<file path="src/logic/lane_buffer_config.svh">
`ifndef LANE_BUFFER_CONFIG_SVH
`define LANE_BUFFER_CONFIG_SVH

// Build-time sizing of the lane buffer

// Number of independent lanes behind the single input stream
`define LANE_COUNT 4

// Entries per lane FIFO
// Each lane also starts out with this many credits
`define LANE_DEPTH 4

// Bits per data word
`define DATA_WIDTH 16

// Set to 1 to let a push into an empty lane appear on its pop side in the same cycle
// Set to 0 to always pass through the flop RAM first
`define LANE_BYPASS 1

`endif

</file>
<file path="src/logic/lane_flow_pkg.sv">
`include "lane_buffer_config.svh"

// Types for flow control and bookkeeping inside the buffer
package lane_flow_pkg;

  // Sender side credit counter
  // It must be able to hold the full depth, so one extra bit over the address
  typedef logic [$clog2(`LANE_DEPTH + 1)-1:0] credit_t;

  // Number of words currently stored in one lane FIFO
  typedef logic [$clog2(`LANE_DEPTH + 1)-1:0] occupancy_t;

  // Read or write pointer into the flop RAM of a lane
  typedef logic [$clog2(`LANE_DEPTH)-1:0] ram_addr_t;

  // Drain arbiter states
  // In arb_hold the arbiter keeps its choice until the output handshake completes
  typedef enum logic {
    arb_idle,
    arb_hold
  } arb_state_t;

endpackage

</file>
<file path="src/logic/lane_payload_pkg.sv">
`include "lane_buffer_config.svh"

// Types for what the buffer carries
package lane_payload_pkg;

  // ------------------------------
  // Data path
  // ------------------------------

  // One word as it enters and leaves the buffer
  typedef logic [`DATA_WIDTH-1:0] lane_data_t;

  // ------------------------------
  // Lane tagging
  // ------------------------------

  // Lane number that travels with each word on input and output
  typedef logic [$clog2(`LANE_COUNT)-1:0] lane_id_t;

endpackage

</file>
<file path="src/logic/lane_link_if.sv">
`timescale 1ns/1ps

// Credit/valid push link between the credit sender and one lane FIFO
interface lane_link_if
  import lane_payload_pkg::*;
();

  // Single-cycle strobe, one word per cycle it is high
  logic push_valid;

  // Word that goes with push_valid
  lane_data_t push_data;

  // Single-cycle pulse from the FIFO
  // Every pulse hands exactly one credit back to the sender
  logic push_credit;

  // The sender raises push_valid only while it still holds a credit for this lane
  modport sender (
    output push_valid,
    output push_data,
    input  push_credit
  );

  // The FIFO side never stalls a push, it relies on the credit count instead
  modport fifo (
    input  push_valid,
    input  push_data,
    output push_credit
  );

endinterface

</file>
<file path="src/logic/lane_pop_if.sv">
`timescale 1ns/1ps

// Ready/valid pop link between one lane FIFO and the drain arbiter
interface lane_pop_if
  import lane_payload_pkg::*;
();

  // The FIFO holds pop_valid high and pop_data stable until the word is taken
  logic pop_valid;
  lane_data_t pop_data;

  // Driven by the arbiter
  // A word leaves in any cycle where pop_valid and pop_ready are both high
  logic pop_ready;

  modport fifo (
    output pop_valid,
    output pop_data,
    input  pop_ready
  );

  modport arbiter (
    input  pop_valid,
    input  pop_data,
    output pop_ready
  );

endinterface

</file>
<file path="src/logic/lane_fifo.sv">
`timescale 1ns/1ps

`include "lane_buffer_config.svh"

// One lane of the buffer
// Words arrive on a credit/valid push link and leave on a ready/valid pop link.
// Storage is a small flop RAM addressed by a write and a read pointer.
// With bypass on, a push into an empty FIFO shows up on the pop side in the
// same cycle and skips the RAM if it is taken right away
module lane_fifo
  import lane_payload_pkg::*;
  import lane_flow_pkg::*;
#(
  // Number of stored words, also the credit budget of the sender for this lane
  parameter int depth = `LANE_DEPTH,
  // Bits per stored word
  parameter int width = `DATA_WIDTH,
  // 1 gives zero-cycle cut-through when empty at the cost of a push to pop path
  parameter bit enable_bypass = `LANE_BYPASS
) (
  input logic       clk,
  input logic       rst,

  lane_link_if.fifo push,
  lane_pop_if.fifo  pop
);

  // ------------------------------
  // Storage and bookkeeping
  // ------------------------------

  // Flop RAM holding depth words
  logic [width-1:0] mem [depth];

  // Next slot to write and next slot to read
  ram_addr_t wr_ptr;
  ram_addr_t rd_ptr;

  // Words held in the RAM
  occupancy_t count;

  // Head of the RAM as seen by the pop side
  lane_data_t ram_word;

  logic empty;
  logic bypass_now;
  logic bypass_taken;
  logic pop_fire;
  logic ram_write;
  logic ram_read;

  // Registered credit pulse back to the sender
  logic credit_q;

  // Pointers wrap at depth so that depths other than a power of two still work
  function automatic ram_addr_t ptr_advance(ram_addr_t ptr);
    if (ptr == ram_addr_t'(depth - 1)) begin
      return '0;
    end
    return ptr + 1'b1;
  endfunction

  // ------------------------------
  // Pop side
  // ------------------------------

  assign empty = (count == '0);
  assign ram_word = mem[rd_ptr];

  // The incoming word is offered directly only while nothing older is stored
  assign bypass_now = enable_bypass && empty && push.push_valid;

  assign pop.pop_valid = !empty || bypass_now;
  assign pop.pop_data = bypass_now ? push.push_data : ram_word;

  assign pop_fire = pop.pop_valid && pop.pop_ready;

  // A bypassed word that pops right away never touches the RAM
  assign bypass_taken = bypass_now && pop_fire;

  // ------------------------------
  // RAM write and read control
  // ------------------------------

  // The credit scheme guarantees a free slot for every push
  assign ram_write = push.push_valid && !bypass_taken;

  // Any pop that was not served by the bypass consumes the RAM head
  assign ram_read = pop_fire && !bypass_taken;

  always_ff @(posedge clk) begin
    if (ram_write) begin
      mem[wr_ptr] <= push.push_data;
    end
  end

  always_ff @(posedge clk) begin
    if (rst) begin
      wr_ptr <= '0;
      rd_ptr <= '0;
      count <= '0;
      credit_q <= 1'b0;
    end else begin
      if (ram_write) begin
        wr_ptr <= ptr_advance(wr_ptr);
      end
      if (ram_read) begin
        rd_ptr <= ptr_advance(rd_ptr);
      end

      // Simultaneous write and read leave the fill level unchanged
      if (ram_write && !ram_read) begin
        count <= count + 1'b1;
      end else if (!ram_write && ram_read) begin
        count <= count - 1'b1;
      end

      // Every word that leaves frees one slot whether it was bypassed or not
      credit_q <= pop_fire;
    end
  end

  // ------------------------------
  // Credit return
  // ------------------------------

  // High for exactly one cycle, the cycle after each pop
  assign push.push_credit = credit_q;

endmodule

</file>
<file path="src/flat_wrapper.sv">
// flat-port wrapper written by rule: the top's interface ports become plain ports
module lane_fifo_flat import lane_payload_pkg::*; import lane_flow_pkg::*;
#(
                                                                               
  parameter int depth = `LANE_DEPTH,
                         
  parameter int width = `DATA_WIDTH,
                                                                                
  parameter bit enable_bypass = `LANE_BYPASS
)
  (clk, rst, push_push_valid, push_push_data, push_push_credit, pop_pop_valid, pop_pop_data, pop_pop_ready);
  lane_link_if push_i ();
  lane_pop_if pop_i ();
  input logic clk;
  input logic rst;
  input wire logic [$bits(push_i.push_valid)-1:0] push_push_valid;
  input wire logic [$bits(push_i.push_data)-1:0] push_push_data;
  output wire logic [$bits(push_i.push_credit)-1:0] push_push_credit;
  output wire logic [$bits(pop_i.pop_valid)-1:0] pop_pop_valid;
  output wire logic [$bits(pop_i.pop_data)-1:0] pop_pop_data;
  input wire logic [$bits(pop_i.pop_ready)-1:0] pop_pop_ready;
  assign push_i.push_valid = push_push_valid;
  assign push_i.push_data = push_push_data;
  assign push_push_credit = push_i.push_credit;
  assign pop_pop_valid = pop_i.pop_valid;
  assign pop_pop_data = pop_i.pop_data;
  assign pop_i.pop_ready = pop_pop_ready;
  lane_fifo #(.depth(depth), .width(width), .enable_bypass(enable_bypass)) u_core (.clk(clk), .rst(rst), .push(push_i), .pop(pop_i));
endmodule
</file>
<file path="config.mk">
export PLATFORM = sky130hd
export DESIGN_NAME = lane_fifo_flat
export DESIGN_NICKNAME = d
export VERILOG_FILES = /design/src/logic/lane_flow_pkg.sv /design/src/logic/lane_payload_pkg.sv /design/src/logic/lane_link_if.sv /design/src/logic/lane_pop_if.sv /design/src/logic/lane_fifo.sv /design/src/flat_wrapper.sv
export VERILOG_INCLUDE_DIRS = /design/src /design/src/logic
export SDC_FILE = /design/constraint.sdc
export NUM_CORES = 1
export LEC_CHECK = 0
export BUFFER_PORTS_ARGS = -buffer_cell sky130_fd_sc_hd__buf_2
export CAP_MARGIN = 20
export CORE_UTILIZATION = 55
export CTS_BUF_LIST = sky130_fd_sc_hd__clkbuf_2
export CTS_CLUSTER_DIAMETER = 30
export DETAILED_ROUTE_END_ITERATION = 6
export GPL_TIMING_DRIVEN = 0
export PLACE_DENSITY = 0.84
export SLEW_MARGIN = 20
export SYNTH_ARGS = -nofsm -noshare
export SYNTH_HDL_FRONTEND = slang
export SYNTH_SLANG_ARGS = --single-unit
</file>
<file path="constraint.sdc">
create_clock -name clk -period 2.4 [get_ports clk]
set_input_delay 0.12 -clock clk [delete_from_list [all_inputs] [get_ports clk]]
set_output_delay 0.12 -clock clk [all_outputs]
set_load 0.01 [all_outputs]
</file>
==> results of run 1 <==
layer usage:
layer  vias up  track usage [%]
li1        762                -
met1       851            24.83
met2        48            37.66
met3        16            3.832
met4         0            11.73
met5         -                0
power breakdown:
part	total [mW]	switching (mW)	internal (mW)
clock	0.754	0.419	0.335
combinational	0.543	0.257	0.285
sequential	1.52	0.0404	1.48
metrics by stage:
stage / power (mW) / setup slack (ns)
finish: 2.821 / 0.1404
global route: 2.922 / 0.001130
CTS: 2.819 / 0.02135
detailed placement: 2.072 / 0.1393
global placement: 2.033 / 0.2629
floorplan: 1.893 / 0.6113
cells by family after synthesis:
group	Yosys count	synth area share [%]
AO/OA/AOI/OAI	9	1.887
XOR/XNOR	1	0.2872
adder cells (fa/ha/maj)	6	2.707
buffers and inverters	10	2.215
flip-flops	74	69.57
multiplexers	36	19.44
AND/OR/NAND/NOR	21	3.897
cell type report:
class                   instances  area (um2)
flip-flops and latches         74        2123
fillers                       344        1597
multi-input cells              73       865.8
repair buffers                 55       365.4
well taps                      70       87.58
clock inverters                 7       83.83
plain buffers                   6       58.81
clock buffers                   9       45.04
inverters                       3       11.26
worst register-to-register path: stages, from the launching register on:
cell	delay (ns)
dfxtp_1	0.48
nor3_2	0.09
a21boi_0	0.53
and2_1	0.78
state kept, by name, indices dropped and copies added (netlist names), named ones only:
signal	count
u_core.wr_ptr	2
u_core.push.push_credit	1
u_core.rd_ptr	2
u_core.mem	64
u_core.count	3
how the worst max path moves through the flow:
stage                         start                end  slack, ns  cells past startpoint
CTS                 u_core.count[0]    pop_pop_data[5]       0.02                      6
global placement    u_core.count[0]  u_core.mem[0][15]       0.26                      3
detailed placement  u_core.count[0]  u_core.mem[0][15]       0.14                      3
finish              u_core.count[2]    pop_pop_data[0]       0.14                      6
floorplan           u_core.count[0]   u_core.mem[3][0]       0.61                      3
global route        u_core.count[2]    pop_pop_data[0]      0.001                      6
what timing repair did:
item | 4_1_cts | 5_1_grt
hold endpoints to repair | 66 | 0
endpoints found under the setup margin | 7 | 64
pin swaps | 0 | 0
gates resized for setup | 1 | 3
hold buffers | 18 | 0
buffers inserted | 0 | 0
cell usage in the layout, fill, tap and decap left out, types with 3 or more instances in the layout:
master	n
mux4_2	13
clkinv_2	4
ha_1	5
nand2b_1	4
clkbuf_2	9
mux4_1	3
mux2_2	17
and2_1	5
edfxtp_1	64
dlygate4sd3_1	18
a21oi_1	4
inv_1	3
mux2i_1	3
buf_2	38
dfxtp_1	9
nor2_1	3
==> metrics, run 1 <==
Worst EP required=2.28 ns; vias in the first global route=1829; Yosys warnings=0; post-synthesis async set-or-reset flop share=0%; Post-synth EDFFs=64; PortBufs=37; # IOs=38; synthesized area per cell=19.43 um2; cell mode on critical path=buf_2; outcome=finished, final reports clean; Num CTS Buffers=9; min cycle time layout=2.260 ns; first-pass GRT wire length=9011 um; Hold Crit Start=push_push_valid; post-layout util=69.52%; final-report setup violation count=0; row count=26; WS Path Type=register to output port; max-slew violations=0; drt first pass iters=4; fin crit share=94.15%; Num Clock Sinks=74; Via-to-Cell Ratio=5.646; H-tree depth=3; CP Capture Type=output port; layout cells sized above 1=39.21%; worst r2r dst=u_core.mem[0][7]; WHS Path Cells=3; Routed Antenna Nets=0; met3 WL=160 um; Ant. Diodes=0; Skew-Pair Late Insertion Delay=0.49 ns; post-synthesis sequential area ratio=69.57%; starting density of the core=58.24%; worst-path cell chain=nor3_2 -> and2_1 -> buf_2 -> buf_6 -> mux2_2 -> buf_2; worst hold endpoint=u_core.count[2]; min-delay worst type=input pin to register; most numerous cell in the Yosys netlist=edfxtp_1; Worst-Margin Slew=0.8418 ns; WL met2=2996 um; Initial DRC Count=132; mapped cell area=3050 um2; Die Y=76.48 um; slowest library cell on the worst path=dfxtp_1; Detail Placement HPWL=3771 um; Crit path arrival time=2.14 ns; Max stage delay on crit path=0.41 ns; post-synth top area share=63.00%; unrepaired setup endpoints after global routing=no; most frequent cells after synthesis=edfxtp_1, mux2_2, mux4_2; Layout Nets=248; DP Area=3323 um2; CTS tree=built; die area=5848 um2; reg2reg start=u_core.count[2]; Cell variety after synth=30; nature of the critical path startpoint=register; gr usage total=21.42%; area leader, netlist=edfxtp_1; largest net degree at the start of global routing=17; final WL=5667 um; WHS=0.05438 ns; Clock transition at path regs=0.19 ns; max_cap viols=0; post-synthesis instance total=157; placed insts=264; DRC=0; Worst R2R Setup Slack=0.19 ns; total negative slack=0 ns; CTS root buf=clkbuf_2; Area Overhead vs Synth=19.36%; final setup skew=0.01329 ns; core box area=5238 um2; die span in x=76.48 um; Synth area leaders=edfxtp_1, mux4_2, dfxtp_1; PD cells=774.7 nW/um2; Fin. Hold Viols=0; flops & latches, synth=74; vias after detailed routing=1677; final instance area=3641 um2; routed len/inst=19.08 um; reg2reg path depth=3; largest delay contributor family on the critical path=buffers and inverters; Static Leakage=1.297 nW; initial antenna violation count=0; Metal-1 WL=2389 um; Achievable Freq=0.4426 GHz; CP Max Fanout=10; CP bufs+invs=3; GRT overflow=0; peak supply drop=0.5225 mV; Max-slew headroom=43.88%; Main synth FF type=edfxtp_1; clock tree buffer depth=2; Post-Synthesis Net Count=183; DR top layer=met4; Post-Layout Cell Count=297; gpl congestion=0.7119
(Power assumes the default switching activity.)
==> inputs of run 2 (changes only) <==
Settings changed: CORE_UTILIZATION 55 to 28, PLACE_DENSITY 0.84 to 0.52, TNS_END_PERCENT set to 20.
==> metrics, run 2 (synthesis gave the netlist of run 1 again) <==
H-tree depth=3 (unchanged); vias after detailed routing=1636 (-2.4%); CP Capture Type=output port; peak supply drop=0.3440 mV (-34%); placed insts=330 (+25%); Die Y=106.4 um (+39%); Worst R2R Setup Slack=0.39 ns (+0.20 ns); final WL=5585 um (-1.4%); Layout Nets=250 (+0.81%); sw frac=23.89% (-1.5 points); starting density of the core=29.16% (-29 points); first-pass GRT wire length=8776 um (-2.6%); unrepaired setup endpoints after global routing=no; CTS root buf=clkbuf_2; drt first pass iters=4 (unchanged); DRC=0 (unchanged); PD cells=776.3 nW/um2 (+0.20%); Ant. Diodes=0 (unchanged); outcome=finished, final reports clean; Clock transition at path regs=0.20 ns (about the same); crit path launch=u_core.count[2]; total negative slack=0 ns (unchanged); Num Clock Sinks=74 (unchanged); gr usage total=10.75% (-11 points); CTS tree=built; Hold Crit Start=push_push_data[1]; combinational group share of total power=18.7% (-0.5 points); fin crit share=92.54% (-1.6 points); final-report setup violation count=0 (unchanged); core box area=10460 um2 (+100%); CP Max Fanout=10 (unchanged); routed len/inst=15.30 um (-20%); final instance area=3770 um2 (+3.5%); Clk network pwr share=29.6% (+2.9 points); row count=37 (+42%); die span in x=106.4 um (+39%); Routed Antenna Nets=0 (unchanged); Area Overhead vs Synth=23.59%; die area=11320 um2 (+93%); Pwr Total=2.926 mW (+3.7%); Detail Placement HPWL=3450 um (-8.5%); reg2reg path depth=3 (unchanged); Crit path arrival time=2.10 ns (-0.04 ns); final setup skew=0.02257 ns (+0.009279 ns); Worst EP required=2.28 ns (about the same); worst hold endpoint=u_core.mem[1][1]; clock tree buffer depth=2 (unchanged); setup bufs post-CTS=0 (unchanged); P_sw=0.6991 mW (-2.4%); Flop pwr share=51.7% (-2.3 points); initial antenna violation count=0 (unchanged); Via-to-Cell Ratio=4.482 (-21%); min-delay worst type=input pin to register; Max-slew headroom=56.92% (+13 points); Cell Int Power=2.227 mW (+5.8%); Achievable Freq=0.4502 GHz (+1.7%); Worst-Margin Slew=0.6405 ns (-0.2013 ns); # IOs=38 (unchanged); max-slew violations=0 (unchanged); max reg flops=64 (unchanged); WHS Path Cells=2 (-1); vias in the first global route=1651 (-9.7%); Fin. Hold Viols=0 (unchanged); PortBufs=37 (unchanged); worst r2r dst=u_core.mem[0][3]; max_cap viols=0 (unchanged); commonest non-fill, non-tap cell in the layout=edfxtp_1; min cycle time layout=2.221 ns (-0.03849 ns); Initial DRC Count=28 (-79%); gpl congestion=0.6878 (-3.4%); DP Area=3406 um2 (+2.5%); largest net degree at the start of global routing=17 (unchanged); GRT overflow=0 (unchanged); most frequent cells in the layout=edfxtp_1, buf_2, dlygate4sd3_1, mux2_2, mux4_2; FILL cells=1020 (+200%); largest registers=u_core.mem x64, u_core.count x3; register bank with the most flops=u_core.mem; Post-Layout Cell Count=365 (+23%); layout cells sized above 1=41.05% (+1.8 points); Skew-Pair Late Insertion Delay=0.49 ns (about the same); Static Leakage=1.317 nW (+1.6%); Num CTS Buffers=9 (unchanged); reg2reg start=u_core.count[1]; nature of the critical path startpoint=register; WS Path Type=register to output port
-- run 2: changes by cell type in the layout (fill, tap and decap cells not counted) --
cell           before  now
clkinvlp_4          0    1
and2_1              5    1
clkbuf_2            9   12
nor3_1              1    2
clkinv_2            4    1
bufinv_16           2    3
nor3_2              1    0
buf_4               1    2
buf_2              38   37
dlygate4sd3_1      18   19
clkinv_1            1    0
and2_2              0    4
-- run 2: critical path, cell delays in order (launching register included) --
cell and delay (ns):
dfxtp_1 0.38, nor3_1 0.22, and2_1 0.15, buf_4 0.17, buf_6 0.18, mux2_2 0.35
buf_2 0.14
-- run 2: worst max path at each step --
stage | cells after the start | slack, ns | to
global placement | 3 | 0.004 | u_core.mem[0][9]
floorplan | 3 | 0.61 | u_core.mem[3][0]
CTS | 3 | 0.006 | u_core.mem[2][14]
finish | 6 | 0.18 | pop_pop_data[6]
global route | 6 | 0.009 | pop_pop_data[14]
detailed placement | 3 | 0.009 | u_core.mem[1][9]
-- run 2: metal layers --
| layer | part of all wire, % | track usage, % |
|---|---|---|
| met1 | 46 | 12.60 |
| met3 | 3.5 | 3.372 |
| met2 | 49 | 18.55 |
| met4 | 1.1 | 3.571 |
| met5 | 0 | 0 |
-- run 2: power groups by stage --
| stage | Combinational [mW] | Sequential [mW] | Clock, mW |
|---|---|---|---|
| after detailed placement | 0.531 | 1.54 | 0 |
| after CTS | 0.564 | 1.51 | 0.894 |
| after global routing | 0.603 | 1.52 | 0.946 |
| final | 0.547 | 1.51 | 0.866 |
| after global placement | 0.524 | 1.54 | 0 |
| after floorplan | 0.357 | 1.54 | 0 |
-- run 2: layout make-up --
cell class	count	area (um2)	share of cell area, %
Clock inverter	5	102.6	2.722
Inverter	3	11.26	0.2987
Timing Repair Buffer	56	375.4	9.957
Clock buffer	11	55.05	1.460
Buffer	7	66.31	1.759
Tap cell	136	170.2	4.514
Sequential cell	74	2123	56.32
Multi-Input combinational cell	73	865.8	22.97
-- run 2: repair_timing --
| action | in CTS | in global routing |
|---|---|---|
| hold buffers | 19 | 0 |
| setup endpoints to repair | 42 | 42 |
| hold endpoints to repair | 68 | 0 |
| gates resized for setup | 6 | 3 |
-- run 2: stage by stage --
step                hold slack (ns)  util, %  setup slack, ns
floorplan                    0.2189        -           0.6113
global placement             0.3507    32.55         0.003550
detailed placement           0.3598    32.55         0.009485
CTS                          0.3252    36.00         0.006472
global route                 0.3355    36.03         0.008984
finish                       0.3872    36.03           0.1789
==> inputs of run 3 (changes only) <==
Settings changed: PLACE_DENSITY 0.52 to 0.54.
Clock period 2.4 ns to 1.83 ns, I/O delays scaled along.
==> metrics, run 3 (synthesis gave the netlist of run 1 again) <==
Crit path arrival time=2.07 ns (-0.03 ns); final setup skew=0.02069 ns (-0.001886 ns); Flop pwr share=50.3% (-1.4 points); unrepaired setup endpoints after global routing=yes; Clock transition at path regs=0.20 ns (about the same); CP Max Fanout=5 (-5); fin crit share=118.0%; most frequent cells in the layout=edfxtp_1, buf_2, dlygate4sd3_1, buf_6, mux4_2; min-delay worst type=input pin to register; min cycle time layout=2.160 ns; sw frac=25.24% (+1.3 points); Skew-Pair Late Insertion Delay=0.49 ns (about the same); WS Path Type=register to output port; gpl congestion=0.7004 (+1.8%); Pwr Total=3.954 mW (+35%); routed len/inst=14.81 um (-3.2%); GRT overflow=0 (unchanged); DRC=0 (unchanged); die area=11320 um2 (unchanged); clock tree buffer depth=2 (unchanged); max reg flops=64 (unchanged); gr usage total=10.61% (-0.14 points); CP Capture Type=output port; Initial DRC Count=82 (+190%); Worst-Margin Slew=0.5918 ns (-0.04868 ns); drt first pass iters=4 (unchanged); max-slew violations=0 (unchanged); Fin. Hold Viols=0 (unchanged); Ant. Diodes=0 (unchanged); Achievable Freq=0.4630 GHz; violated checks=setup timing; Post-Layout Cell Count=371 (+1.6%); Num CTS Buffers=9 (unchanged); starting density of the core=29.16% (unchanged); vias after detailed routing=1672 (+2.2%); Num Clock Sinks=74 (unchanged); initial antenna violation count=0 (unchanged); nature of the critical path startpoint=register; largest registers=u_core.mem x64, u_core.count x3; core box area=10460 um2 (unchanged); Worst EP required=1.74 ns (-0.54 ns); PD cells=993.0 nW/um2 (+28%); reg2reg path depth=4 (+1); WHS Path Cells=2 (unchanged); peak supply drop=0.3704 mV (+7.7%); CTS root buf=clkbuf_2; Die Y=106.4 um (unchanged); Area Overhead vs Synth=30.52%; first-pass GRT wire length=8742 um (-0.39%); Routed Antenna Nets=0 (unchanged); Clk network pwr share=25.9% (-3.7 points); # IOs=38 (unchanged); outcome=finished with violations; vias in the first global route=1684 (+2.0%); post-layout util=38.05% (+2.0 points); row count=37 (unchanged); Cell Int Power=2.956 mW (+33%); die span in x=106.4 um (unchanged); final WL=5495 um (-1.6%); max_cap viols=0 (unchanged); H-tree depth=3 (unchanged); CTS tree=built; final-report setup violation count=17 (+17); Layout Nets=257 (+2.8%); Detail Placement HPWL=3380 um (-2.0%); Final WS setup=-0.3297 ns (-0.5086 ns); largest net degree at the start of global routing=17 (unchanged); total negative slack=-4.931 ns (-4.931 ns); placed insts=330 (unchanged); register bank with the most flops=u_core.mem; layout cells sized above 1=45.53% (+4.5 points); Via-to-Cell Ratio=4.507 (+0.55%); combinational group share of total power=23.8% (+5.1 points); PortBufs=37 (unchanged); commonest non-fill, non-tap cell in the layout=edfxtp_1; Max-slew headroom=60.21% (+3.3 points); Static Leakage=1.411 nW (+7.1%); P_sw=0.9979 mW (+43%)
-- run 3: final timing paths --
path                                         from          endpoint  slack, ns
worst max-delay path                     register  pop_pop_data[10]      -0.33
worst min-delay path            push_push_data[1]  u_core.mem[2][1]       0.35
worst max register to register    u_core.count[0]   u_core.count[2]       0.14
worst min register to register   u_core.rd_ptr[0]          register       0.51
-- run 3: worst max-delay path, cell delays in order, from the launching register on --
cell and delay (ns):
dfxtp_2 0.36, buf_6 0.11, buf_12 0.10, buf_12 0.11
mux4_2 0.49, mux2_2 0.28, buf_6 0.12
-- run 3: through the flow --
stage	hold WS, ns	setup WS, ns	instance area, um2
2_1_floorplan	0.1904	0.04132	3050
3_3_place_gp	0.3222	-0.5146	3406
3_5_place_dp	0.3267	-0.5612	3406
4_1_cts	0.2919	-0.3856	3970
5_1_grt	0.2895	-0.4491	3981
6_report	0.3458	-0.3297	3981
-- run 3: power groups by stage --
stage	Sequential, mW	Clock, mW	Combinational, mW
4_1_cts	1.99	1.06	0.940
6_report	1.99	1.03	0.939
3_5_place_dp	2.03	0	0.686
3_3_place_gp	2.02	0	0.681
2_1_floorplan	2.01	0	0.469
5_1_grt	2.00	1.12	1.02
-- run 3: cell type report --
| class | instances | area (um2) |
|---|---|---|
| buffer | 6 | 71.32 |
| clock buffer | 9 | 45.04 |
| clock inverter | 6 | 92.59 |
| fill | 990 | 6481 |
| inverter | 3 | 11.26 |
| multi-input combinational | 73 | 902.1 |
| sequential | 74 | 2130 |
| tap | 136 | 170.2 |
| timing repair buffer | 64 | 559.3 |
-- run 3: metal layers --
layer / vias up / track usage (%) / share of wire, %
met5: - / 0 / 0
met4: 0 / 5.357 / 2.0
met3: 11 / 3.188 / 4.2
met2: 41 / 17.21 / 48
met1: 841 / 12.75 / 45
li1: 779 / - / -
-- run 3: repair_timing --
action,CTS,global route
hold buffers,19,0
endpoints found under the setup margin,80,22
gates resized for setup,40,5
endpoints found under the hold margin,69,0
pin swaps,1,0
gates cloned,1,0
setup buffers,7,0
